===== config.mk =====
export PLATFORM = sky130hd
export DESIGN_NAME = busMux
export DESIGN_NICKNAME = d
export VERILOG_FILES = /design/src/datapathPkg.sv /design/src/busMux.sv
export SDC_FILE = /design/constraint.sdc
export NUM_CORES = 1
export LEC_CHECK = 0
export BUFFER_PORTS_ARGS = -buffer_cell sky130_fd_sc_hd__buf_2
export CAP_MARGIN = 20
export CORE_AREA = 5 5 306 308
export DETAILED_ROUTE_END_ITERATION = 6
export DIE_AREA = 0 0 311 313
export PLACE_DENSITY = 0.3
export SETUP_SLACK_MARGIN = 0.4
export SLEW_MARGIN = 10
export SYNTH_ARGS = -nofsm -noshare
export SYNTH_HDL_FRONTEND = slang
export SYNTH_SLANG_ARGS = --single-unit

===== constraint.sdc =====
create_clock -name vclk -period 4.33
set_clock_uncertainty 0.1 [all_clocks]
set_input_delay 0.433 -clock vclk [all_inputs]
set_output_delay 0.433 -clock vclk [all_outputs]
set_load 0.02 [all_outputs]

===== src/datapathPkg.sv =====
`default_nettype none

package datapathPkg;

    // Datapath word sizes
    typedef logic [31:0] word_t;
    typedef logic [63:0] dword_t;

    // General register count
    localparam int numRegs = 16;

    // Bus sources: general registers, HI, LO, zHigh, zLow, PC, MDR, cOut
    localparam int numSources = numRegs + 7;
    localparam int srcIdxBits = $clog2(numSources);

    // ALU opcodes, taken from the top five bits of IR
    localparam logic [4:0] opAdd = 5'd3;
    localparam logic [4:0] opSub = 5'd4;
    localparam logic [4:0] opAnd = 5'd5;
    localparam logic [4:0] opOr  = 5'd6;
    localparam logic [4:0] opShr = 5'd7;
    localparam logic [4:0] opShl = 5'd9;
    localparam logic [4:0] opNop = 5'd13;
    localparam logic [4:0] opMul = 5'd15;
    localparam logic [4:0] opNeg = 5'd17;
    localparam logic [4:0] opNot = 5'd18;

    // One instruction word, read either as three registers or as
    // two registers plus a 19-bit constant
    typedef union packed {
        struct packed {
            logic [4:0]  op;
            logic [3:0]  ra;
            logic [3:0]  rb;
            logic [3:0]  rc;
            logic [14:0] spare;   // Unused in register form
        } regForm;
        struct packed {
            logic [4:0]  op;
            logic [3:0]  ra;
            logic [3:0]  rb;
            logic [18:0] immValue;  // Signed constant
        } immForm;
    } instr_t;

    // Both views place op in the same bits
    // ra and rb also line up, so either view gives the register fields
    // Only the low 19 bits differ in meaning between the forms

endpackage

`default_nettype wire


===== src/busMux.sv =====
`timescale 1ns/1ns
`default_nettype none

module busMux (
    input  wire logic [datapathPkg::numRegs-1:0] regOut,
    input  wire logic                            hiOut,
    input  wire logic                            loOut,
    input  wire logic                            zHighOut,
    input  wire logic                            zLowOut,
    input  wire logic                            pcOut,
    input  wire logic                            mdrOut,
    input  wire logic                            cOut,
    input  wire datapathPkg::word_t              regWords [datapathPkg::numRegs],
    input  wire datapathPkg::word_t              hiWord,
    input  wire datapathPkg::word_t              loWord,
    input  wire datapathPkg::word_t              zHighWord,
    input  wire datapathPkg::word_t              zLowWord,
    input  wire datapathPkg::word_t              pcWord,
    input  wire datapathPkg::word_t              mdrWord,
    input  wire datapathPkg::word_t              immWord,
    output datapathPkg::word_t                   busValue
);

    logic [datapathPkg::numSources-1:0] selVec;
    logic [datapathPkg::srcIdxBits-1:0] srcIdx;
    logic                               srcValid;
    datapathPkg::word_t                 srcWords [datapathPkg::numSources];

    // Bit order sets the priority, bit 0 wins
    assign selVec = {cOut, mdrOut, pcOut, zLowOut, zHighOut, loOut, hiOut, regOut};

    // Gather candidate words in the same order as selVec
    always_comb begin
        for (int i = 0; i < datapathPkg::numRegs; i++) begin
            srcWords[i] = regWords[i];
        end
        srcWords[datapathPkg::numRegs]     = hiWord;
        srcWords[datapathPkg::numRegs + 1] = loWord;
        srcWords[datapathPkg::numRegs + 2] = zHighWord;
        srcWords[datapathPkg::numRegs + 3] = zLowWord;
        srcWords[datapathPkg::numRegs + 4] = pcWord;
        srcWords[datapathPkg::numRegs + 5] = mdrWord;
        srcWords[datapathPkg::numRegs + 6] = immWord;
    end

    // Priority encoder
    // Scans from the top so the lowest set bit is left last
    always_comb begin
        srcIdx   = '0;
        srcValid = 1'b0;
        for (int i = datapathPkg::numSources - 1; i >= 0; i--) begin
            if (selVec[i]) begin
                srcIdx   = datapathPkg::srcIdxBits'(i);
                srcValid = 1'b1;
            end
        end
    end

    assign busValue = srcValid ? srcWords[srcIdx] : '0;  // Idle bus reads zero

endmodule

`default_nettype wire


* After elaboration in Yosys (flattened, before gate mapping)
Cells that the tools add are included.
** Word-level totals
- Memories kept :: 0
- Register bits after elaboration :: 0
- Latch bits :: 0
- ROM bits :: 0
- Memory bits (writable) :: 0
- Logic and storage cells :: 52
- Input bits :: 759
** Cells by class
- Add/sub/neg operators :: 0
- Shift-type cells :: 0
- Multiply operators :: 0
- Equality and inequality tests :: 0
- Divide/modulo/power cells :: 0
- Reduce and logical (&&, ||, !) cells :: 0
- Bitwise operators :: 1
- Order comparisons :: 1
- Muxes and demuxes :: 50
** Operator list (count)
- 32-bit binary-select mux with 5-bit select :: 1
- 5-bit 2-to-1 mux :: 23
- 32-bit 2-to-1 mux :: 3
- 1-bit 2-to-1 mux :: 23
- 6-bit greater-or-equal comparator, second input constant :: 1
- 5-bit NOT with 6-bit output :: 1

* Depth between registers and ports, before layout
- Word-level depth :: 28
- Gate-level depth with buffers :: 12
- Mapped depth without buffers :: 8

* Least setup slack after synthesis
Ideal clock, no wire load.
- Path kind :: input -> output
- Start point :: in regOut[7] (netlist bit)
- End point :: out busValue[18]
- Arrival time :: 2.702 ns
- Slack :: 1.095 ns
- Buffers on the path :: 4
- Cell stages on the path :: 11
- Cell sequence :: nor2b_1 -> or4_1 -> nor2_1 -> a211oi_1 -> buf_2 -> buf_4 -> buf_2 -> buf_2 -> o21ai_0 -> a21oi_1 -> o32ai_1
** Between the ends
- Word-level cells in the longest chain between the ends :: 13
** RTL lines
- start: declaration :: line busMux.sv:5 : input wire logic [datapathPkg::numRegs-1:0] regOut,
- 5-bit 2-to-1 mux (8 in a row) :: line busMux.sv:52 : if (selVec[i]) begin
- 5-bit NOT with 6-bit output (not written as such) :: line busMux.sv:59 : assign busValue = srcValid ? srcWords[srcIdx] : '0;
- 32-bit binary-select mux with 5-bit select :: line busMux.sv:59
- 32-bit 2-to-1 mux (not written as such) (2 in a row) :: line busMux.sv:59
- 32-bit 2-to-1 mux (*) :: line busMux.sv:59
- end: declaration :: line busMux.sv:21 : output datapathPkg::word_t busValue
Every way passes the cells marked *; elsewhere a longest branch is shown, timed or not. The select of a mux whose other input is x is not followed.

* Worst setup path after layout
- Start point :: in pcOut
- End point :: out busValue[14]
** Between the ends
- Word-level cells in the longest chain between the ends :: 26
** RTL lines
- start: declaration :: line busMux.sv:10 : input wire logic pcOut,
- 5-bit 2-to-1 mux (21 in a row) :: line busMux.sv:52
- 5-bit NOT with 6-bit output (not written as such) :: line busMux.sv:59
- 32-bit binary-select mux with 5-bit select :: line busMux.sv:59
- 32-bit 2-to-1 mux (not written as such) (2 in a row) :: line busMux.sv:59
- 32-bit 2-to-1 mux (*) :: line busMux.sv:59
Marks and branches as above.

==> results.json <==
{
  "crit_type": "input pin to output port",
  "hold_viol_final": 0,
  "seqCellArea_um2": 0,
  "p_per_area_nw_per_um2": 111,
  "ir_drop_uv": 40.6,
  "remaining_drc_errors": 0,
  "dieHeight_um": 313,
  "ys_seq_area_share_pct": 0,
  "nFillCells": 10600,
  "seq_cells": 0,
  "fmax_mhz": 257,
  "fin_nets": 2388,
  "routed_wl_mm": 70.8,
  "gp_congestion": 0.888,
  "die_area_um2": 97300,
  "stdcell_count": 2819,
  "die_w_um": 311,
  "cp.arrival_ps": 3360,
  "wl_per_cell_um": 25.1,
  "ioPinCount": 791,
  "worst_pin_slew_ps": 661,
  "synth_nets": 1563,
  "worstPathMaxFanout": 9,
  "worst_setup_path_start_kind": "input pin",
  "busiest_layer": "met2",
  "leakagePower_nw": 5.82,
  "placementRows": 111,
  "via_count": 10900,
  "dp_cells": 2781,
  "finalCritPeriodShare_pct": 90.0,
  "design.core.area_um2": 90800,
  "ys_warn_count": 0,
  "hp-class": "input pin to output port",
  "p_seq_share_pct": 0,
  "status": "complete, no violations",
  "use_met2_pct": 23.6,
  "grt.met3_usage_pct": 2.64,
  "maxCapViolations": 0,
  "place_hpwl_mm": 59.8,
  "grt_usage_pct": 13.3,
  "avgSynthCellArea_um2": 7.67,
  "mostFrequentLayoutCells": "buf_2, mux2i_1, nand2_1",
  "drt-initial-drc-count": 823,
  "dr.pass1.iters": 6,
  "place_area_um2": 12200,
  "hold_buffers": 0,
  "slew-limit-headroom_pct": 55.9,
  "switching_share_pct": 49.4,
  "viasPerCell": 3.87,
  "area_growth_pct": 111,
  "synthesis.instances": 804,
  "ant_nets": 0,
  "period_needed_ps": 3900,
  "rsz0062_at_grt": "yes",
  "use_met1_pct": 16.9,
  "total_power_mw": 1.44,
  "final-setup-viol-count": 0,
  "initial_core_util_pct": 6.79,
  "synth_cell_types": 49,
  "clkbuf_count": 0,
  "tns_ps": 0,
  "p_comb_share_pct": 100.0,
  "grt_overflow_total": 0,
  "p_sw_mw": 0.710,
  "grt_pass1_wl_mm": 93.7,
  "final_common_cell": "buf_2",
  "pwr-share-clk_pct": 0,
  "grt_max_degree": 42,
  "portBuffers": 791,
  "syn-cell-area_um2": 6160,
  "cp.required_ps": 3800,
  "endpoint_kind": "output port",
  "slew_violations": 0,
  "postLayoutCellArea_um2": 13000,
  "antenna_found_initial": 16,
  "grt_pass1_vias": 11900,
  "drive_above_1_share_pct": 66.7,
  "intPower_mw": 0.729
}
-- cell type report --
class	count	area (um2)	share of cell area, %
antenna	6	15.0	0.115
tap	1186	1480	11.4
inverter	2	7.51	0.0577
timing repair buffer	910	5420	41.7
multi-input combinational	715	6090	46.8
-- power groups by stage --
stage	Clock [mW]	Sequential [mW]	Combinational, mW
finish	0.000000186	0	1.44
detailed placement	0	0	1.31
CTS	0	0	1.41
global placement	0	0	1.32
global route	0.000000124	0	1.54
floorplan	0	0	0.581
-- metrics by stage --
step | utilization (%) | hold slack, ps | setup WS [ps]
2_1_floorplan | - | 1020 | 1100
3_3_place_gp | 13.4 | 1160 | -78.1
3_5_place_dp | 13.4 | 1160 | -86.8
4_1_cts | 14.0 | 1150 | 333
5_1_grt | 14.3 | 1180 | 341
6_report | 14.3 | 1150 | 433
-- Yosys cell counts, types with 4 or more instances --
cell type,count,area (um2)
mux2i_1,124,1240
nand2_1,105,394
mux2_2,91,1020
o22ai_1,88,551
a221oi_1,60,526
clkbuf_1,43,161
a21oi_1,35,175
buf_2,34,170
mux4_2,34,766
o21ai_0,32,160
or3_1,32,200
nand4_1,31,194
nor2_1,16,60.1
buf_1,6,22.5
nor2b_1,6,37.5
buf_4,5,37.5
nor4_1,5,31.3
nand3_1,4,20.0
o211ai_1,4,30.0
o21ai_1,4,20.0
or2_2,4,25.0
-- what timing repair did --
action                     4_1_cts  5_1_grt
hold endpoints to repair         0        0
setup buffers                   14       10
gates resized for setup         52       53
setup endpoints to repair       27       29
pin swaps                        9       19
cloned                           6        2
-- path summary, 6_finish.rpt --
| path | endpoint | cells after the start | from | slack [ps] |
|---|---|---|---|---|
| max | busValue[14] | 14 | pcOut | 430 |
| min | busValue[10] | 4 | regWords[490] | 1150 |
-- cells by family after synthesis --
kind of cell / Yosys count / synth area share, %
AO/OA/AOI/OAI: 247 / 27.2
buffers and inverters: 90 / 6.47
multiplexers: 249 / 49.2
AND/OR/NAND/NOR: 218 / 17.2
-- per-layer routing --
layer / routed length (um) / up-vias / share of wire (%)
li1: - / 4936 / -
met1: 29600 / 5323 / 42
met2: 34600 / 602 / 49
met3: 5030 / 55 / 7.1
met4: 1500 / 2 / 2.1
met5: 13 / - / 0.018
-- critical path, cell delays in order --
cell and delay (ps):
buf_4 130, nand2b_4 140, a221oi_4 310, o211ai_1 230, a211oi_4 320, buf_4 170, buf_8 120, buf_12 160
buf_4 210, mux2_2 360, o22ai_1 160, or3_1 140, nand4_1 210, buf_4 250
No activity file was read; power rests on OpenSTA's default activity.
