`src/datapathPkg.sv`:
```
`default_nettype none

package datapathPkg;

    // Datapath word sizes
    typedef logic [31:0] word_t;
    typedef logic [63:0] dword_t;

    // General register count
    localparam int numRegs = 16;

    // Bus sources: general registers, HI, LO, zHigh, zLow, PC, MDR, cOut
    localparam int numSources = numRegs + 7;
    localparam int srcIdxBits = $clog2(numSources);

    // ALU opcodes, taken from the top five bits of IR
    localparam logic [4:0] opAdd = 5'd3;
    localparam logic [4:0] opSub = 5'd4;
    localparam logic [4:0] opAnd = 5'd5;
    localparam logic [4:0] opOr  = 5'd6;
    localparam logic [4:0] opShr = 5'd7;
    localparam logic [4:0] opShl = 5'd9;
    localparam logic [4:0] opNop = 5'd13;
    localparam logic [4:0] opMul = 5'd15;
    localparam logic [4:0] opNeg = 5'd17;
    localparam logic [4:0] opNot = 5'd18;

    // One instruction word, read either as three registers or as
    // two registers plus a 19-bit constant
    typedef union packed {
        struct packed {
            logic [4:0]  op;
            logic [3:0]  ra;
            logic [3:0]  rb;
            logic [3:0]  rc;
            logic [14:0] spare;   // Unused in register form
        } regForm;
        struct packed {
            logic [4:0]  op;
            logic [3:0]  ra;
            logic [3:0]  rb;
            logic [18:0] immValue;  // Signed constant
        } immForm;
    } instr_t;

    // Both views place op in the same bits
    // ra and rb also line up, so either view gives the register fields
    // Only the low 19 bits differ in meaning between the forms

endpackage

`default_nettype wire

```
`src/registerFile.sv`:
```
`timescale 1ns/1ns
`default_nettype none

module registerFile (
    input  wire logic                            Clock,
    input  wire logic                            rstN,
    input  wire logic [datapathPkg::numRegs-1:0] regIn,
    input  wire logic                            hiIn,
    input  wire logic                            loIn,
    input  wire datapathPkg::word_t              busValue,
    output datapathPkg::word_t                   regWords [datapathPkg::numRegs],
    output datapathPkg::word_t                   hiWord,
    output datapathPkg::word_t                   loWord
);

    // General registers R0 to R15
    // Any number of strobes may be high, all take the same bus word
    always_ff @(posedge Clock or negedge rstN) begin
        if (!rstN) begin
            for (int i = 0; i < datapathPkg::numRegs; i++) begin
                regWords[i] <= '0;
            end
        end else begin
            for (int i = 0; i < datapathPkg::numRegs; i++) begin
                if (regIn[i]) begin
                    regWords[i] <= busValue;
                end
            end
        end
    end

    // HI holds the upper multiply half once moved over from Z
    always_ff @(posedge Clock or negedge rstN) begin
        if (!rstN) begin
            hiWord <= '0;
        end else if (hiIn) begin
            hiWord <= busValue;
        end
    end

    // LO for the lower half
    always_ff @(posedge Clock or negedge rstN) begin
        if (!rstN) begin
            loWord <= '0;
        end else if (loIn) begin
            loWord <= busValue;
        end
    end

endmodule

`default_nettype wire

```
`config.mk`:
```
export PLATFORM = sky130hd
export DESIGN_NAME = registerFile
export DESIGN_NICKNAME = d
export VERILOG_FILES = /design/src/datapathPkg.sv /design/src/registerFile.sv
export SDC_FILE = /design/constraint.sdc
export NUM_CORES = 1
export LEC_CHECK = 0
export BUFFER_PORTS_ARGS = -buffer_cell sky130_fd_sc_hd__buf_2
export CAP_MARGIN = 0
export CORE_AREA = 2 2 244 246
export CTS_BUF_LIST = sky130_fd_sc_hd__clkbuf_16
export DETAILED_ROUTE_END_ITERATION = 10
export DIE_AREA = 0 0 246 248
export HOLD_SLACK_MARGIN = 0.15
export SLEW_MARGIN = 20
export SYNTH_ARGS = -nofsm -noshare
export SYNTH_HDL_FRONTEND = slang
export SYNTH_SLANG_ARGS = --single-unit
export TNS_END_PERCENT = 20
```
`constraint.sdc`:
```
create_clock -name Clock -period 1.5 [get_ports Clock]
set_input_delay 0.225 -clock Clock [delete_from_list [all_inputs] [get_ports Clock]]
set_output_delay 0.225 -clock Clock [all_outputs]
set_load 0.05 [all_outputs]
```
== Yosys cells after proc, flatten, opt, wreduce, memory -nomap -nowiden ==
Index checks and enable logic that the tools add are counted.

* Bits in registers: 576
* Word-level logic and storage cells: 18

== Logic depth before layout (Yosys ltp) ==
Gate-level depths: netlist of run 1.

* Depth after elaboration: 0
* Mapped depth: 3
* Depth with buffers taken out: 1

== Worst setup path before layout of run 1 ==
Ideal clock, no wire load.

* Path kind: register to register
* Start point: reg regWords[78] (netlist name)
* End point: reg regWords[78] (netlist bit)
* Setup time: 125 ps
* Arrival time: 869 ps
* Setup slack: 506 ps
* Cell stages (with the launch flop): 2
* Path buffers: 0
* Cell sequence: dfrtp_1 -> mux2_4

{| class="wikitable"
|+ RTL lines
! element !! line !! text
|-
| end signal, assigned by index || registerFile.sv:26 || <nowiki>regWords[i] <= busValue;</nowiki>
|-
| end, declared || registerFile.sv:11 || <nowiki>output datapathPkg::word_t regWords [datapathPkg::numRegs],</nowiki>
|}

== Worst setup path after layout of run 1 ==
* Start point: reg regWords[399] (netlist bit)
* End point: out regWords[399] (netlist bit)

No word-level cell between the ends.

==> impl_metrics.csv, run 1 <==
group,metric,value,unit
run_status,outcome,"completed",
placed_design,routabilityCongestion,0.807,
synthesis,ys_top_cells_by_area,"dfrtp_1 65%, mux2_2 24%, mux2_4 6.4%",
critical_path,cp_num_cells,1,
critical_path,cpPeakStageDelay,360,ps
floorplanning,core,58500,um2
synthesis,synth.distinct_cells,7,
timing,max_slew_margin,57.5,%
critical_path,path_delay_family,"flip-flops",
global_routing,grt_pass1_wl,96.6,mm
critical_path,crit_fanout,2,
pwr,p_leak,0.0135,uW
critical_path,ff2ff_path_depth,1,
global_routing,grt_pass1_vias,13709,
timing,hold_viol,0,
placed_design,dp_hpwl,46.1,mm
global_routing,track_usage,21.6,%
min_path,hold_path_class,"in2reg",
final_layout,finalNetCount,1947,
synthesis,synth-seq-cells,576,
critical_path,reg2reg_slack,700,ps
critical_path,cp_slowest_cell,"dfrtp_1",
final_layout,layout_common_cells,"576 x dfrtp_1, 482 x mux2_2, 289 x buf_2",
timing,fin_skew,0,ps
cts,clk_latency,600,ps
final_layout,final_layout_size_suffix_gt1_share,68.2,%
routing,wl_per_cell,24.9,um
placed_design,port_buffers,627,
global_routing,grt_antenna_before_repair,2,
cts,tritoncts,"built",
critical_path,worstPathArrival,1240,ps
floorplanning,fp.dieH,248,um
timing,post-route-period-util,97.5,%
floorplanning,boundaryPins,628,
critical_path,crit_start,"regWords[399]$_DFFE_PN0P_",
cts,cts_buffers,58,
pwr,p_per_area,1490,nW/um2
synthesis,seq_area_frac_synth,64.9,%
routing,drtPass1Iterations,4,
timing,maxSlewViolCount,0,
timing,min_period,1460,ps
timing,holdWs,173,ps
placed_design,placed_cells,2599,
pwr,peakVddDrop,0.924,mV
routing,dr_total_vias,13457,
floorplanning,die-area,61000,um2
cts,htree_levels,2,
synthesis,synth_area,22200,um2
final_layout,mostFrequentLayoutCell,"dfrtp_1",
routing,drt-total-wl,67.6,mm
global_routing,grt_max_degree,49,
critical_path,critPathKind,"reg2out",
cts,clkTransAtPathRegs,60,ps
synthesis,synth.avg_cell_area,17.7,um2
critical_path,crit_buf_inv,1,
critical_path,rr_startpoint,"regWords[383]$_DFFE_PN0P_",
floorplanning,rows,89,
floorplanning,dieWidth,246,um
synthesis,synth_fp_nets,1308,
final_layout,fin_cells,2710,
critical_path,critPathCapture,"regWords[399]",
timing,setup_violations,0,
synthesis,synth_warnings,0,
critical_path,worst_ep_required_time,1270,ps
cts,ctsRootBufferMaster,"clkbuf_16",
synthesis,synth.largest_area_cell,"dfrtp_1",
critical_path,cp-end-kind,"primary output",
final_layout,utilization,49.1,%
routing,ant_nets,0,
routing,first_iter_violations,510,
critical_path,crit_path_start_kind,"flip-flop",
timing,worst_pin_slew,637,ps
cts,cts.sinks,576,
global_routing,grt_overflow_total,0,
routing,vias_per_cell,4.97,
critical_path,critical_path.cell_chain,"buf_2",
cts,cts_buffer_depth,3,
floorplanning,start_util,38.0,%
final_layout,area_delta_synth_final,29.3,%
synthesis,synth_top_area_share,64.9,%
critical_path,reg2reg_to,"regWords[383]$_DFFE_PN0P_",
flow_run,drv_cap,0,
synthesis,syn-instance-count,1256,
timing,fmax,0.684,GHz
routing,remaining_drc_errors,0,
-- metrics by stage --
stage	instance area (um2)	TNS, ps	worst slack, ps	total power (uW)
after detailed placement	26100	0	352	29200
after global placement	26100	0	355	29100
after CTS	28300	0	0.0213	43100
after global routing	28700	-0.609	-0.609	44400
final	28700	0	37.0	42800
after floorplan	22200	0	506	26000
-- metal layers --
layer,track usage [%],vias to the layer above,part of all wire [%]
li1,-,5666,-
met1,27.4,7181,40
met2,36.1,486,49
met5,0,-,0
met3,5.06,124,7.2
met4,8.07,0,3.6
-- layout make-up --
cell class | instances | area, um2
tap | 773 | 967
timing repair buffer | 683 | 4780
clock buffer | 61 | 1530
fill | 5118 | 29700
antenna | 1 | 2.50
clock inverter | 40 | 205
multi-input combinational | 576 | 6840
sequential | 576 | 14400
-- sequential cells by signal, indices dropped and copies added, names as in the netlist --
register and count:
hiWord 32, loWord 32, regWords 512
-- what timing repair did --
action | in CTS | in global routing
hold buffers | 9 | 0
resized for setup | 166 | 174
endpoints found under the hold margin | 606 | 0
endpoints found under the setup margin | 165 | 173
buffers inserted | 0 | 0
-- kinds of logic after synthesis --
logic type	count (synthesis)	share of synthesized area [%]
muxes	576	30.8
DFF	576	64.9
buffers and inverters	104	4.37
-- power breakdown --
part | internal [uW] | switching, uW
Clock | 7430 | 5960
Combinational | 3300 | 8170
Sequential | 17100 | 853
Total | 27800 | 15000
-- worst min path at each step --
stage,slack [ps],startpoint,depth (start not counted),to
finish,170,regIn[13],3,regWords[80]$_DFFE_PN0P_
global route,160,regIn[13],3,regWords[80]$_DFFE_PN0P_
CTS,150,regIn[13],3,regWords[80]$_DFFE_PN0P_
detailed placement,180,rstN,1,regWords[48]$_DFFE_PN0P_
global placement,180,rstN,1,regWords[48]$_DFFE_PN0P_
floorplan,-70,rstN,0,hiWord[0]$_DFFE_PN0P_
-- synthesized netlist by cell type --
master      n
mux2_2    482
clkbuf_1   20
dfrtp_1   576
mux2_4     94
buf_2      12
buf_6      69
buf_12      3
Power figures use the tool's default switching activity.
==> inputs of run 2 (changes only) <==
Settings changed: CELL_PAD_IN_SITES_DETAIL_PLACEMENT set to 0, CELL_PAD_IN_SITES_GLOBAL_PLACEMENT set to 1, CTS_CLUSTER_DIAMETER set to 50, PLACE_DENSITY_LB_ADDON set to 0.1.
==> run 2 against run 1 <==
Compared with the run above:
- clock-buffer cell count rose by 10
- global-route usage rose by 1.3 points
- sequential share of layout area increased by 0.47 points
- sequential power about the same
- total power is 5.4% higher
- critical path depth did not move
- combinational power hardly changed
- worst hold slack improved by 24 ps
- flip-flop and latch count unchanged
- die area did not move
- largest cell class unchanged
- largest power group unchanged
==> impl_metrics.csv, run 2 (synthesis results as in run 1) <==
group,metric,value,unit
run_status,outcome,"completed",
final_layout,layout_common_cells,"576 x dfrtp_1, 552 x buf_2, 482 x mux2_2",
timing,maxSlewViolCount,0,
timing,holdWs,197,ps
global_routing,grt_overflow_total,0,
min_path,hold_path_end,"regWords[482]$_DFFE_PN0P_",
timing,fmax,0.683,GHz
routing,dr_total_vias,13256,
global_routing,grt_max_degree,90,
routing,ant_nets,0,
floorplanning,dieWidth,246,um
timing,post-route-period-util,97.5,%
final_layout,area_delta_synth_final,28.1,%
routing,drt-total-wl,70.7,mm
placed_design,dp_hpwl,49.5,mm
final_layout,mostFrequentLayoutCell,"dfrtp_1",
floorplanning,boundaryPins,628,
min_path,hold_path_class,"in2reg",
critical_path,reg2reg_slack,670,ps
global_routing,busiest_layer,"met2",
floorplanning,start_util,38.0,%
cts,cts_buffers,68,
critical_path,worst_ep_required_time,1270,ps
floorplanning,fp.dieH,248,um
timing,hold_viol,0,
timing,worst_pin_slew,563,ps
placed_design,routabilityCongestion,0.777,
final_layout,num-fill-cells,5228,
global_routing,use_met2,37.3,%
timing,setup_violations,0,
cts,tritoncts,"built",
routing,remaining_drc_errors,0,
global_routing,grt_pass1_vias,13730,
routing,drtPass1Iterations,4,
routing,vias_per_cell,4.86,
critical_path,crit_buf_inv,1,
critical_path,worstPathArrival,1240,ps
cts,htree_levels,3,
critical_path,cpPeakStageDelay,350,ps
critical_path,critical_path.cell_chain,"buf_2",
placed_design,port_buffers,627,
final_layout,finalInstanceArea,28500,um2
floorplanning,rows,89,
pwr,p_leak,0.0134,uW
critical_path,rr_startpoint,"regWords[131]$_DFFE_PN0P_",
routing,wl_per_cell,26.0,um
critical_path,crit_path_start_kind,"flip-flop",
final_layout,largest_reg_flops,512,
floorplanning,die-area,61000,um2
critical_path,path_delay_family,"flip-flops",
min_path,hold_depth,3,
final_layout,finalNetCount,1954,
timing,min_period,1460,ps
critical_path,ff2ff_path_depth,1,
cts,clk_latency,570,ps
critical_path,crit_fanout,2,
final_layout,largest_registers,"regWords (512), hiWord (32), loWord (32)",
floorplanning,core,58500,um2
global_routing,track_usage,22.9,%
cts,clkTransAtPathRegs,60,ps
timing,fin_skew,0,ps
critical_path,cp_slowest_cell,"dfrtp_1",
pwr,peakVddDrop,0.823,mV
critical_path,reg2reg_to,"regWords[131]$_DFFE_PN0P_",
global_routing,grt_pass1_wl,101,mm
pwr,p_per_area,1590,nW/um2
global_routing,grt_antenna_before_repair,0,
placed_design,place_area,26100,um2
cts,cts.sinks,576,
final_layout,top_register,"regWords",
cts,ctsRootBufferMaster,"clkbuf_16",
critical_path,cp-end-kind,"primary output",
min_path,worst_hold_startpoint,"regIn[0]",
final_layout,final_layout_size_suffix_gt1_share,69.0,%
global_routing,use_met1,28.8,%
pwr,p_total,45100,uW
global_routing,met3_usage,6.64,%
timing,rsz0062_at_grt,"false",
critical_path,critPathKind,"reg2out",
flow_run,drv_cap,0,
timing,setup_tns,0,ps
timing,max_slew_margin,62.5,%
routing,first_iter_violations,546,
cts,cts_buffer_depth,3,
run 2: area by class of cell:
cell class,count,area [um2],share of cell area [%]
Sequential cell,576,14400,50.6
Multi-Input combinational cell,576,6840,24.0
Timing Repair Buffer,680,4080,14.3
Clock buffer,71,1780,6.24
Tap cell,773,967,3.40
Clock inverter,48,389,1.37
Antenna cell,1,2.50,0.00879
run 2: worst max-delay path by stage:
stage	start	endpoint	slack [ps]	cells after the start
CTS	regWords[173]$_DFFE_PN0P_	regWords[173]	0.4	1
global route	regWords[412]$_DFFE_PN0P_	regWords[412]	0.4	1
global placement	regIn[11]	regWords[132]$_DFFE_PN0P_	310	3
detailed placement	regIn[11]	regWords[131]$_DFFE_PN0P_	290	3
finish	regWords[173]$_DFFE_PN0P_	regWords[173]	40	1
floorplan	regWords[78]$_DFFE_PN0P_	regWords[78]$_DFFE_PN0P_	510	1
run 2: timing repair:
action                                  in CTS  in global routing
hold buffers                                 4                  0
endpoints found under the hold margin      586                  0
endpoints found under the setup margin      35                 39
setup buffers                                0                  0
gates resized for setup                     35                 39
run 2: where the power goes:
part           total (uW)  switching (uW)  internal (uW)
combinational       11200            8280           2910
sequential          17900             802          17100
clock               16000            6460           9590
total               45100           15500          29600
run 2: stage by stage:
step,setup WS (ps),util [%],instances
floorplan,506,-,1256
global placement,307,44.6,2601
detailed placement,291,44.6,2601
CTS,0.376,48.5,2724
global route,0.368,48.7,2724
finish,36.9,48.7,2725
run 2: metal layers:
metal	routed length, um	vias to the layer above
met5	0	-
met4	2330	0
met3	5000	109
met2	34400	405
met1	29100	7032
li1	-	5710
