--- config.mk ---
export PLATFORM = sky130hd
export DESIGN_NAME = specialRegisters
export DESIGN_NICKNAME = d
export VERILOG_FILES = /design/src/datapathPkg.sv /design/src/specialRegisters.sv
export SDC_FILE = /design/constraint.sdc
export NUM_CORES = 1
export LEC_CHECK = 0
export ABC_AREA = 1
export BUFFER_PORTS_ARGS = -buffer_cell sky130_fd_sc_hd__buf_2
export CORE_MARGIN = 1.5
export CORE_UTILIZATION = 40
export DETAILED_ROUTE_END_ITERATION = 7
export PLACE_DENSITY = 0.67
export SYNTH_ARGS = -nofsm -noshare
export SYNTH_HDL_FRONTEND = slang
export SYNTH_SLANG_ARGS = --single-unit
--- constraint.sdc ---
create_clock -name Clock -period 1.7 [get_ports Clock]
set_input_delay 0.085 -clock Clock [delete_from_list [all_inputs] [get_ports Clock]]
set_output_delay 0.085 -clock Clock [all_outputs]
set_load 0.01 [all_outputs]
--- src/datapathPkg.sv ---
`default_nettype none

package datapathPkg;

    // Datapath word sizes
    typedef logic [31:0] word_t;
    typedef logic [63:0] dword_t;

    // General register count
    localparam int numRegs = 16;

    // Bus sources: general registers, HI, LO, zHigh, zLow, PC, MDR, cOut
    localparam int numSources = numRegs + 7;
    localparam int srcIdxBits = $clog2(numSources);

    // ALU opcodes, taken from the top five bits of IR
    localparam logic [4:0] opAdd = 5'd3;
    localparam logic [4:0] opSub = 5'd4;
    localparam logic [4:0] opAnd = 5'd5;
    localparam logic [4:0] opOr  = 5'd6;
    localparam logic [4:0] opShr = 5'd7;
    localparam logic [4:0] opShl = 5'd9;
    localparam logic [4:0] opNop = 5'd13;
    localparam logic [4:0] opMul = 5'd15;
    localparam logic [4:0] opNeg = 5'd17;
    localparam logic [4:0] opNot = 5'd18;

    // One instruction word, read either as three registers or as
    // two registers plus a 19-bit constant
    typedef union packed {
        struct packed {
            logic [4:0]  op;
            logic [3:0]  ra;
            logic [3:0]  rb;
            logic [3:0]  rc;
            logic [14:0] spare;   // Unused in register form
        } regForm;
        struct packed {
            logic [4:0]  op;
            logic [3:0]  ra;
            logic [3:0]  rb;
            logic [18:0] immValue;  // Signed constant
        } immForm;
    } instr_t;

    // Both views place op in the same bits
    // ra and rb also line up, so either view gives the register fields
    // Only the low 19 bits differ in meaning between the forms

endpackage

`default_nettype wire

--- src/specialRegisters.sv ---
`timescale 1ns/1ns
`default_nettype none

module specialRegisters (
    input  wire logic               Clock,
    input  wire logic               rstN,
    input  wire logic               pcIn,
    input  wire logic               irIn,
    input  wire logic               marIn,
    input  wire logic               mdrIn,
    input  wire logic               yIn,
    input  wire logic               read,
    input  wire datapathPkg::word_t memData,
    input  wire datapathPkg::word_t busValue,
    output datapathPkg::word_t      pcWord,
    output datapathPkg::word_t      mdrWord,
    output datapathPkg::word_t      yWord,
    output datapathPkg::word_t      immWord,
    output logic [4:0]              aluOp,
    output datapathPkg::word_t      memAddress
);

    datapathPkg::instr_t irWord;
    datapathPkg::word_t  mdrNext;
    logic [18:0]         immField;

    assign mdrNext = read ? memData : busValue;  // Memory wins during a read

    always_ff @(posedge Clock or negedge rstN) begin
        if (!rstN) begin
            pcWord     <= '0;
            irWord     <= '0;
            memAddress <= '0;
            mdrWord    <= '0;
            yWord      <= '0;
        end else begin
            if (pcIn) begin
                pcWord <= busValue;
            end
            if (irIn) begin
                irWord <= busValue;
            end
            if (marIn) begin
                memAddress <= busValue;  // MAR drives the address straight out
            end
            if (mdrIn) begin
                mdrWord <= mdrNext;
            end
            if (yIn) begin
                yWord <= busValue;   // Operand A of the ALU
            end
        end
    end

    // Decode IR through both views of the union
    assign aluOp    = irWord.regForm.op;
    assign immField = irWord.immForm.immValue;

    // Sign extend the 19-bit constant for cOut
    assign immWord = {{13{immField[18]}}, immField};

endmodule

`default_nettype wire

# == Yosys cells after proc, flatten, opt, wreduce, memory -nomap -nowiden ==
# Cells that the tools add are included.
# word_totals
register_bits,160
ramBits,0
mem_bits_ro,0
n_memories,0
wordCells,6
latch_bits,0
# classes
n_addsub,0
n_reduce_logical,0
div_mod_pow,0
multipliers,0
n_eq_ne,0
shifts,0
order_cmp,0
n_bitwise,0
mux,1
# ops
op,count
$mux W32,1

# == Longest topological paths before layout ==
# Gate-level depths: netlist of run 1.
# depth
word_depth,1
depth_mapped,6

# == Worst setup path before layout of run 1 ==
# No wires, ideal clock.
# synth_timing
kind,reg2out
from,register irWord[18] (netlist name)
to,output immWord[19]
required_time_ps,1615
setup_slack_ps,861
path_stages_with_launch,2
arrival_time_ps,754
cell_sequence,dfrtp_1 > buf_4
# synth_rtl
element,line_no,text
"start, declared",specialRegisters.sv:23,datapathPkg::instr_t irWord;
"start signal, assigned",specialRegisters.sv:41,irWord <= busValue;
"end, declared",specialRegisters.sv:18,"output datapathPkg::word_t immWord,"
# No word-level cell between the ends.

# == Final worst setup path of run 1 ==
# layout_timing
from,register irWord[18] (netlist name)
to,output immWord[21]
# No word-level cell between the ends.

==> results of run 1 <==
worst max-delay path by stage:
stage | startpoint | end | slack, ns | cells past startpoint
4_1_cts | irWord[18] | immWord[21] | 0.47 | 1
3_3_place_gp | read | mdrWord[25] | 0.63 | 5
6_report | irWord[18] | immWord[21] | 0.50 | 1
2_1_floorplan | irWord[18] | immWord[19] | 0.86 | 1
5_1_grt | irWord[18] | immWord[30] | 0.38 | 1
3_5_place_dp | read | mdrWord[14] | 0.56 | 5
synthesized netlist by cell type, drive strengths merged:
cell   instances
dfrtp        152
nand3         32
a21oi        120
nand2        128
inv           66
nor2         120
buf           53
per-layer routing:
metal | GRT usage (%) | up-vias
met1 | 28.0 | 2503
met2 | 37.1 | 188
li1 | - | 2612
met3 | 6.37 | 22
met5 | 0 | -
met4 | 6.35 | 0
power by group through the flow:
stage / logic, uW / registers, uW / clock network, uW
floorplan: 574 / 4360 / 0
global placement: 1360 / 4200 / 0
detailed placement: 1390 / 4200 / 0
CTS: 1490 / 4150 / 4290
global route: 1630 / 4190 / 4450
finish: 1470 / 4150 / 4200
layout make-up:
cell class	instances	share of cell area (%)
clock buffer	19	5.15
sequential	152	44.2
inverter	66	2.94
multi-input combinational	400	20.5
timing repair buffer	301	21.9
tap	188	2.73
clock inverter	13	2.53
state kept, by name, summed over array words and instances, names as in the netlist:
name        flops
irWord         24
memAddress     32
pcWord         32
yWord          32
mdrWord        32
stage by stage:
stage | cell area, um^2 | total power (uW)
2_1_floorplan | 6210 | 4940
3_3_place_gp | 7400 | 5560
3_5_place_dp | 7400 | 5590
4_1_cts | 8600 | 9920
5_1_grt | 8600 | 10300
6_report | 8600 | 9810
logic make-up after synthesis:
kind of cell,Yosys count
simple gates,280
flops,152
compound gates,120
buf+inv,119
timing repair:
action,CTS,global route
endpoints found under the hold margin,228,0
hold buffers,54,0
buffers inserted,0,0
==> flow_summary_export.csv, run 1 <==
group,metric,value,unit
cells_and_area,area_delta_synth_final,38.5,%
logic_synthesis,muxShareOfSynthArea,0,%
worst_setup_path,setup.worst_path.end_class,"primary output",
timing,period_minus_slack,1.20,ns
logic_synthesis,seq_area_frac_synth,61.2,%
place,dp_hpwl,11.5,mm
global_route,antenna_found_initial,0,
floorplanning,start_util,40.9,%
worst_hold_path,hold_path_startpoint,"busValue[30]",
status,status,"complete, no violations",
timing,relSlewSlack,60.2,%
floorplanning,chipWidth,128,um
power,power_density,1140,mW/mm^2
route,antenna_left,0,
power,switching_share,26.4,%
global_route,grt_usage,22.1,%
worst_setup_path,r2r_setup_slack,0.92,ns
power,seq_power_share,42.2,%
place,dp_cells,1053,
cells_and_area,final_common_cell,"buf_2",
worst_hold_path,holdPathEnd,"irWord[30]",
cells_and_area,final_cell_mix,"buf_2 (235), dfrtp_1 (152), nor2_1 (120), a21oi_1 (120), nand2_1 (98)",
clocking,cts_tree,"yes",
worst_setup_path,cp_slowest_cell,"dfrtp_1",
cells_and_area,fin_util,56.6,%
power,vdd_ir_drop_max,738,uV
cells_and_area,antennaDiodeCount,0,
job,maxCapViolCount,0,
cells_and_area,layout.cells.non_filler,1139,
clocking,cts-htree-levels,4,
logic_synthesis,synth-seq-cells,152,
cells_and_area,drive_above_1_share,32.6,%
clocking,clk_pin_slew,0.06,ns
worst_setup_path,worstReg2RegStart,"irWord[18]",
power,p_sw,2590,uW
worst_setup_path,crit_fanout,15,
route,drt_pass1_iterations,5,
floorplanning,die_h,128,um
worst_hold_path,hold_path_depth,3,
cells_and_area,regArea,0.00380,mm^2
logic_synthesis,synth.cell_area,0.00621,mm^2
logic_synthesis,synthSimpleGateAreaFrac,18.8,%
route,dr_total_vias,5325,
floorplanning,design.portCount,237,
floorplanning,fp.dieArea,0.0163,mm^2
route,wl_met3,1.06,mm
timing,final.setup.tns,0,ns
floorplanning,rows,45,
logic_synthesis,synth_warnings,0,
logic_synthesis,synth_top_area_share,61.2,%
route,drt-total-wl,17.4,mm
global_route,grt_overflow,0,
timing,holdWs,0.0133,ns
global_route,grt_max_degree,65,
worst_setup_path,cpLargestDelayFamily,"flip-flops",
timing,tightest_slew,0.596,ns
logic_synthesis,yosys.area.top_type,"dfrtp_1",
cells_and_area,nFillCells,1346,
power,intPower,7230,uW
logic_synthesis,yosys.cell_types.count,13,
logic_synthesis,syn_avg_cell_area,9.26,um^2
timing,finalSetupViolCount,0,
route,top_layer,"met4",
logic_synthesis,synth_fa_ha_area_share,0,%
logic_synthesis,synth_xor_area_share,0,%
global_route,grt_first_pass_wirelength,27.9,mm
route,wl_met1,7.59,mm
timing,clock_skew,0,ns
clocking,root_buffer,"clkbuf_16",
clocking,cts_buffers,17,
logic_synthesis,synthCells,671,
worst_setup_path,crit_path_start_kind,"flip-flop",
worst_setup_path,crit_type,"flip-flop to primary output",
clocking,clock_latency,0.41,ns
worst_setup_path,reg2reg_to,"irWord[18]",
route,routedWlPerCell,15.2,um
route,drc_errors,0,
logic_synthesis,synth_top_family_by_area,"simple AND/OR/NAND/NOR gates",
timing,final-max-slew-violation-count,0,
worst_setup_path,path_cells,"buf_2",
power,leakage,0.00441,uW
logic_synthesis,synth_area_leaders,"dfrtp_1 (61%), a21oi_1 (9.7%), nor2_1 (7.2%)",
route,routed_via_density,4.68,
cells_and_area,multi_input_area,0.00177,mm^2
place,port_buffers,236,
logic_synthesis,synth_compound_area_share,9.67,%
clocking,clock-sinks,152,
power,p_clk_share,42.8,%
route,wl_met2,8.45,mm
timing,finalCritPeriodShare,70.8,%
timing,hold_viol_final,0,
timing,rsz0062_at_grt,"false",
worst_setup_path,crit_required,1.62,ns
clocking,clockBufferDepth,2,
power,power_frac_comb,15.0,%
timing,fmax,831,MHz
clocking,cts.repair.resized,0,
floorplanning,core,0.0152,mm^2
route,dr.first_iter.drc_count,323,
place,dpl_worst_slack,0.561,ns
worst_hold_path,hp-class,"primary input to flip-flop",
timing,setup_ws,0.497,ns
worst_setup_path,r2r_cells,2,
global_route,grt_pass1_vias,5309,
cells_and_area,nNetsFinal,1010,
place,gp_congestion,0.764,
logic_synthesis,syn_nets,743,
worst_setup_path,cp_num_buf_inv,1,
worst_setup_path,max_stage_delay,0.51,ns
worst_setup_path,arrival,1.12,ns
No activity file was read; power rests on OpenSTA's default activity.
==> run 2: changes to the inputs <==
--- a/config.mk
+++ b/config.mk
@@ -5,7 +5,7 @@
 export SDC_FILE = /design/constraint.sdc
 export NUM_CORES = 1
 export LEC_CHECK = 0
-export ABC_AREA = 1
+export ABC_AREA = 0
 export BUFFER_PORTS_ARGS = -buffer_cell sky130_fd_sc_hd__buf_2
 export CORE_MARGIN = 1.5
 export CORE_UTILIZATION = 40
==> constraint.sdc (replaced) <==
create_clock -name Clock -period 1.2 [get_ports Clock]
set_input_delay 0.06 -clock Clock [delete_from_list [all_inputs] [get_ports Clock]]
set_output_delay 0.06 -clock Clock [all_outputs]
set_load 0.01 [all_outputs]
==> flow_summary_export.csv, run 2 <==
group,metric,value,unit
clocking,cts_buffers,17,
job,maxCapViolCount,0,
timing,finalSetupViolCount,0,
floorplanning,chipWidth,127,um
logic_synthesis,syn_avg_cell_area,15.2,um^2
logic_synthesis,synth_warnings,0,
clocking,clk_pin_slew,0.07,ns
timing,holdWs,0.121,ns
logic_synthesis,synth_top_area_share,61.4,%
logic_synthesis,async_flop_share,100,%
clocking,clockBufferDepth,2,
logic_synthesis,synth-seq-cells,152,
place,dp_hpwl,9.94,mm
cells_and_area,antennaDiodeCount,0,
route,antenna_left,0,
logic_synthesis,yosys.cell_types.count,10,
cells_and_area,final_area,0.00870,mm^2
timing,final-max-slew-violation-count,0,
worst_setup_path,cp_num_buf_inv,1,
worst_setup_path,crit_path_start_kind,"flip-flop",
timing,rsz0062_at_grt,"false",
logic_synthesis,synth_edf_count,0,
power,power_frac_comb,16.5,%
floorplanning,die_h,127,um
place,dpl-instance-area,0.00743,mm^2
clocking,clock_latency,0.42,ns
route,drt-total-wl,15.3,mm
route,drt_pass1_iterations,5,
route,dr_total_vias,4323,
worst_setup_path,path_cells,"buf_2",
floorplanning,design.portCount,237,
logic_synthesis,synth.most_common_cell,"dfrtp_1",
route,dr.first_iter.drc_count,109,
place,gp_congestion,0.783,
floorplanning,rows,45,
worst_hold_path,hp-class,"primary input to asynchronous set/reset pin",
power,switching_share,25.7,%
power,p_clk_share,40.0,%
worst_setup_path,arrival,1.05,ns
cells_and_area,final_common_cell,"buf_2",
floorplanning,fp.dieArea,0.0162,mm^2
power,vdd_ir_drop_max,968,uV
timing,clock_skew,0,ns
global_route,grt_max_degree,65,
power,intPower,10100,uW
logic_synthesis,synthCells,407,
timing,relSlewSlack,71.8,%
cells_and_area,nFillCells,1192,
logic_synthesis,seq_area_frac_synth,61.4,%
logic_synthesis,netlist_top_cells_count,"dfrtp_1 (152), mux2_2 (103), a21oi_1 (32), mux2i_1 (32), nor2_1 (32)",
global_route,grt_pass1_vias,4616,
floorplanning,start_util,40.9,%
route,routedWlPerCell,17.0,um
power,finalPower,13600,uW
logic_synthesis,synth.cell_area,0.00619,mm^2
worst_setup_path,cpLargestDelayFamily,"flip-flops",
worst_setup_path,max_stage_delay,0.47,ns
worst_setup_path,setup.worst_path.end_class,"primary output",
cells_and_area,nNetsFinal,772,
timing,final.setup.tns,0,ns
global_route,grt_usage,19.4,%
logic_synthesis,synthFlopType,"dfrtp_1",
global_route,grt_first_pass_wirelength,24.0,mm
logic_synthesis,yosys.area.top_type,"dfrtp_1",
worst_setup_path,worstReg2RegStart,"irWord[18]",
worst_setup_path,critPathLaunch,"irWord[18]",
logic_synthesis,synth_area_leaders,"dfrtp_1 (61%), mux2_2 (19%), mux2i_1 (5.2%)",
worst_setup_path,cp_slowest_cell,"dfrtp_2",
cells_and_area,final_cell_mix,"buf_2 (235), dfrtp_1 (151), mux2_2 (103), dlygate4sd3_1 (65)",
global_route,grt_overflow,0,
route,drc_errors,0,
power,leakage,0.00418,uW
worst_setup_path,crit_fanout,15,
floorplanning,core,0.0151,mm^2
status,status,"complete, no violations",
clocking,root_buffer,"clkbuf_16",
global_route,antenna_found_initial,0,
clocking,cts-htree-levels,4,
timing,period_minus_slack,1.11,ns
clocking,cts_tree,"yes",
power,seq_power_share,43.5,%
clocking,clock-sinks,152,
clocking,postCtsSetupBuffers,0,
power,p_sw,3500,uW
route,routed_via_density,4.80,
worst_setup_path,crit_required,1.14,ns
timing,tightest_slew,0.423,ns
timing,hold_viol_final,0,
place,port_buffers,236,
power,power_density,1570,mW/mm^2
timing,fmax,904,MHz
cells_and_area,drive_above_1_share,56.2,%
worst_setup_path,crit_type,"flip-flop to primary output",
cells_and_area,area_delta_synth_final,40.5,%
logic_synthesis,syn_nets,479,
timing,finalCritPeriodShare,92.2,%
## run 2: cell types whose count changed in the layout (fill, tap and decap cells not counted), moves of 11 or more
cell           delta
mux2i_1          +32
a21oi_1          -88
inv_1            -64
dlygate4sd3_1    +11
nand2_1          -98
nand2_2          -30
nor2_1           -88
nand3_1          -32
mux2_4           +17
mux2_2          +103
## run 2: what timing repair did
action                                  in CTS  in global routing
hold buffers                                69                  0
pin swaps                                    0                  0
cloned                                       0                  0
gates resized for setup                      1                  0
endpoints found under the setup margin      14                  4
endpoints found under the hold margin      304                  0
## run 2: power groups by stage
stage / sequential, uW / combinational, uW / clock (uW)
after floorplan: 6250 / 878 / 0
after global placement: 5990 / 2060 / 0
after detailed placement: 6010 / 2100 / 0
after CTS: 5940 / 2270 / 5600
after global routing: 6000 / 2420 / 5800
final: 5930 / 2240 / 5450
## run 2: layout make-up
| class | instances | area, um^2 | area share, % |
|---|---|---|---|
| sequential | 152 | 3800 | 43.7 |
| timing repair buffer | 313 | 2030 | 23.3 |
| multi-input combinational | 216 | 2020 | 23.2 |
| clock buffer | 18 | 439 | 5.05 |
| tap | 188 | 235 | 2.70 |
| clock inverter | 14 | 174 | 2.00 |
## run 2: logic make-up after synthesis
group,after synthesis,share of synthesized area [%]
muxes,152,28.0
DFF,152,61.4
buffers and inverters,39,6.02
and+or+nand+nor,32,1.94
AOI/OAI and AO/OA,32,2.59
## run 2: metal layers
layer	vias up	global-route usage, %	share of wire [%]
li1	2004	-	-
met1	2139	23.0	41
met2	146	32.1	50
met3	34	6.20	5.9
met4	0	8.82	2.7
met5	-	0	0
## run 2: path summary, 6_finish.rpt
path,endpoint,slack [ns],depth (start not counted)
setup / recovery,immWord[18],0.09,1
hold / removal,irWord[0],0.12,2
setup reg to reg,irWord[18],0.34,1
hold reg to reg,pcWord[16],0.50,1
max in group asynchronous,irWord[18],0.50,3
min in group Clock,mdrWord[22],0.14,3
## run 2: stage by stage
stage	worst slack, ns	utilization (%)	instances
after floorplan	0.268	-	407
after global placement	0.303	49.1	804
after detailed placement	0.281	49.1	804
after CTS	0.0448	57.7	905
after global routing	0.0398	57.4	901
final	0.0934	57.4	901
==> run 3: changes to the inputs <==
--- a/config.mk
+++ b/config.mk
@@ -9,6 +9,7 @@
 export BUFFER_PORTS_ARGS = -buffer_cell sky130_fd_sc_hd__buf_2
 export CORE_MARGIN = 1.5
 export CORE_UTILIZATION = 40
+export CTS_CLUSTER_SIZE = 24
 export DETAILED_ROUTE_END_ITERATION = 7
 export PLACE_DENSITY = 0.67
 export SYNTH_ARGS = -nofsm -noshare
==> constraint.sdc (replaced) <==
create_clock -name Clock -period 1.2 [get_ports Clock]
set_input_delay 0.18 -clock Clock [delete_from_list [all_inputs] [get_ports Clock]]
set_output_delay 0.18 -clock Clock [all_outputs]
set_load 0.01 [all_outputs]
==> flow_summary_export.csv, run 3 (synthesis results as in run 2) <==
group,metric,value,unit
status,status,"complete, but fails checks",
route,dr_total_vias,4113,
cells_and_area,nFillCells,1308,
cells_and_area,drive_above_1_share,61.5,%
floorplanning,core,0.0151,mm^2
worst_setup_path,crit_fanout,15,
timing,clock_skew,0,ns
place,gp_congestion,0.762,
global_route,grt_first_pass_wirelength,23.3,mm
clocking,cts-htree-levels,4,
worst_setup_path,cp_slowest_cell,"dfrtp_2",
cells_and_area,nNetsFinal,709,
power,vdd_ir_drop_max,837,uV
worst_hold_path,hp-class,"primary input to flip-flop",
power,intPower,11100,uW
clocking,cts_tree,"yes",
worst_setup_path,cpLargestDelayFamily,"flip-flops",
power,p_clk_share,44.2,%
timing,hold_viol_final,0,
clocking,clock_latency,0.41,ns
timing,tightest_slew,0.329,ns
route,routed_via_density,4.91,
floorplanning,start_util,40.9,%
clocking,clock-sinks,152,
place,dpl_worst_slack,0.145,ns
clocking,clk_pin_slew,0.06,ns
floorplanning,chipWidth,127,um
clocking,cts_buffers,17,
worst_setup_path,crit_required,1.02,ns
global_route,antenna_found_initial,0,
worst_setup_path,path_cells,"buf_2",
power,power_density,1750,mW/mm^2
worst_setup_path,arrival,1.05,ns
place,port_buffers,236,
global_route,grt_pass1_vias,4306,
timing,setup_ws,-0.0267,ns
clocking,clockBufferDepth,2,
route,drc_errors,0,
job,maxCapViolCount,0,
route,dr.first_iter.drc_count,125,
floorplanning,fp.dieArea,0.0162,mm^2
floorplanning,die_h,127,um
worst_setup_path,cp_num_buf_inv,1,
global_route,grt_usage,18.8,%
timing,relSlewSlack,78.1,%
power,seq_power_share,41.2,%
worst_setup_path,crit_type,"flip-flop to primary output",
route,antenna_left,0,
cells_and_area,area_delta_synth_final,32.6,%
worst_setup_path,crit_path_start_kind,"flip-flop",
worst_setup_path,max_stage_delay,0.47,ns
worst_setup_path,setup.worst_path.end_class,"primary output",
global_route,grt_overflow,0,
cells_and_area,antennaDiodeCount,0,
status,violations,"negative setup slack",
timing,finalCritPeriodShare,102,%
route,drt_pass1_iterations,4,
route,routedWlPerCell,17.5,um
power,leakage,0.00399,uW
place,dpl-instance-area,0.00749,mm^2
power,switching_share,23.2,%
timing,fmax,815,MHz
floorplanning,rows,45,
power,power_frac_comb,14.6,%
global_route,grt_max_degree,65,
route,drt-total-wl,14.6,mm
cells_and_area,final_cell_mix,"buf_2 (235), dfrtp_1 (151), mux2_2 (103)",
clocking,postCtsSetupBuffers,0,
cells_and_area,final_area,0.00821,mm^2
timing,final-max-slew-violation-count,0,
floorplanning,design.portCount,237,
power,p_sw,3340,uW
timing,rsz0062_at_grt,"true",
clocking,root_buffer,"clkbuf_16",
place,dp_hpwl,10.4,mm
timing,finalSetupViolCount,14,
timing,period_minus_slack,1.23,ns
cells_and_area,final_common_cell,"buf_2",
## run 3: cell types whose count changed in the layout (fill, tap and decap cells not counted)
cell           previous run  this run
dlygate4sd3_1            65         1
buf_12                    8        12
bufinv_16                 3         7
clkbuf_8                  1         5
clkinv_4                  4         0
clkinvlp_4                4         0
buf_4                     4         1
clkbuf_1                  0         2
clkinv_2                  2         0
inv_6                     1         0
## run 3: worst paths after layout
path	slack [ns]	startpoint	depth (start not counted)	end
max	-0.03	irWord[18]	1	immWord[21]
max reg2reg	0.34	irWord[18]	1	irWord[18]
min reg2reg	0.50	pcWord[6]	1	pcWord[6]
min	0.05	busValue[25]	2	pcWord[25]
min in group asynchronous	0.22	rstN	2	mdrWord[0]
max in group asynchronous	0.43	rstN	3	irWord[18]
## run 3: metrics by stage
| stage | hold slack [ns] | cells | utilization [%] | TNS (ns) | total power, uW |
|---|---|---|---|---|---|
| global route | 0.0377 | 837 | 54.2 | -1.15 | 15000 |
| global placement | 0.0868 | 805 | 49.5 | 0 | 8070 |
| finish | 0.0469 | 837 | 54.2 | -0.317 | 14400 |
| detailed placement | 0.0879 | 805 | 49.5 | 0 | 8150 |
| floorplan | -0.116 | 407 | - | 0 | 7130 |
| CTS | 0.0258 | 837 | 54.2 | -0.753 | 14600 |
## run 3: area by class of cell
class | count | area, um^2 | area share [%]
clock inverters | 7 | 210 | 2.56
multi-input cells | 216 | 2020 | 24.5
well taps | 188 | 235 | 2.86
repair buffers | 250 | 1450 | 17.6
flip-flops and latches | 152 | 3800 | 46.3
clock buffers | 24 | 502 | 6.11
## run 3: what timing repair did
item	CTS	global route
endpoints found under the hold margin	152	0
hold buffers	1	0
setup endpoints to repair	14	14
resized for setup	1	0
## run 3: metal layers
metal  global-route usage [%]  share of wire (%)  vias up
li1                         -                  -     1869
met1                     22.8                 42     2083
met2                     32.0                 51      145
met3                     6.07                6.1       16
met4                     5.55                1.1        0
met5                        0                  0        -
## run 3: power by group through the flow
stage	registers, uW	logic (uW)	clock network (uW)
5_1_grt	5990	2280	6720
2_1_floorplan	6250	878	0
3_3_place_gp	5990	2080	0
3_5_place_dp	6010	2130	0
4_1_cts	5930	2140	6490
6_report	5930	2100	6370
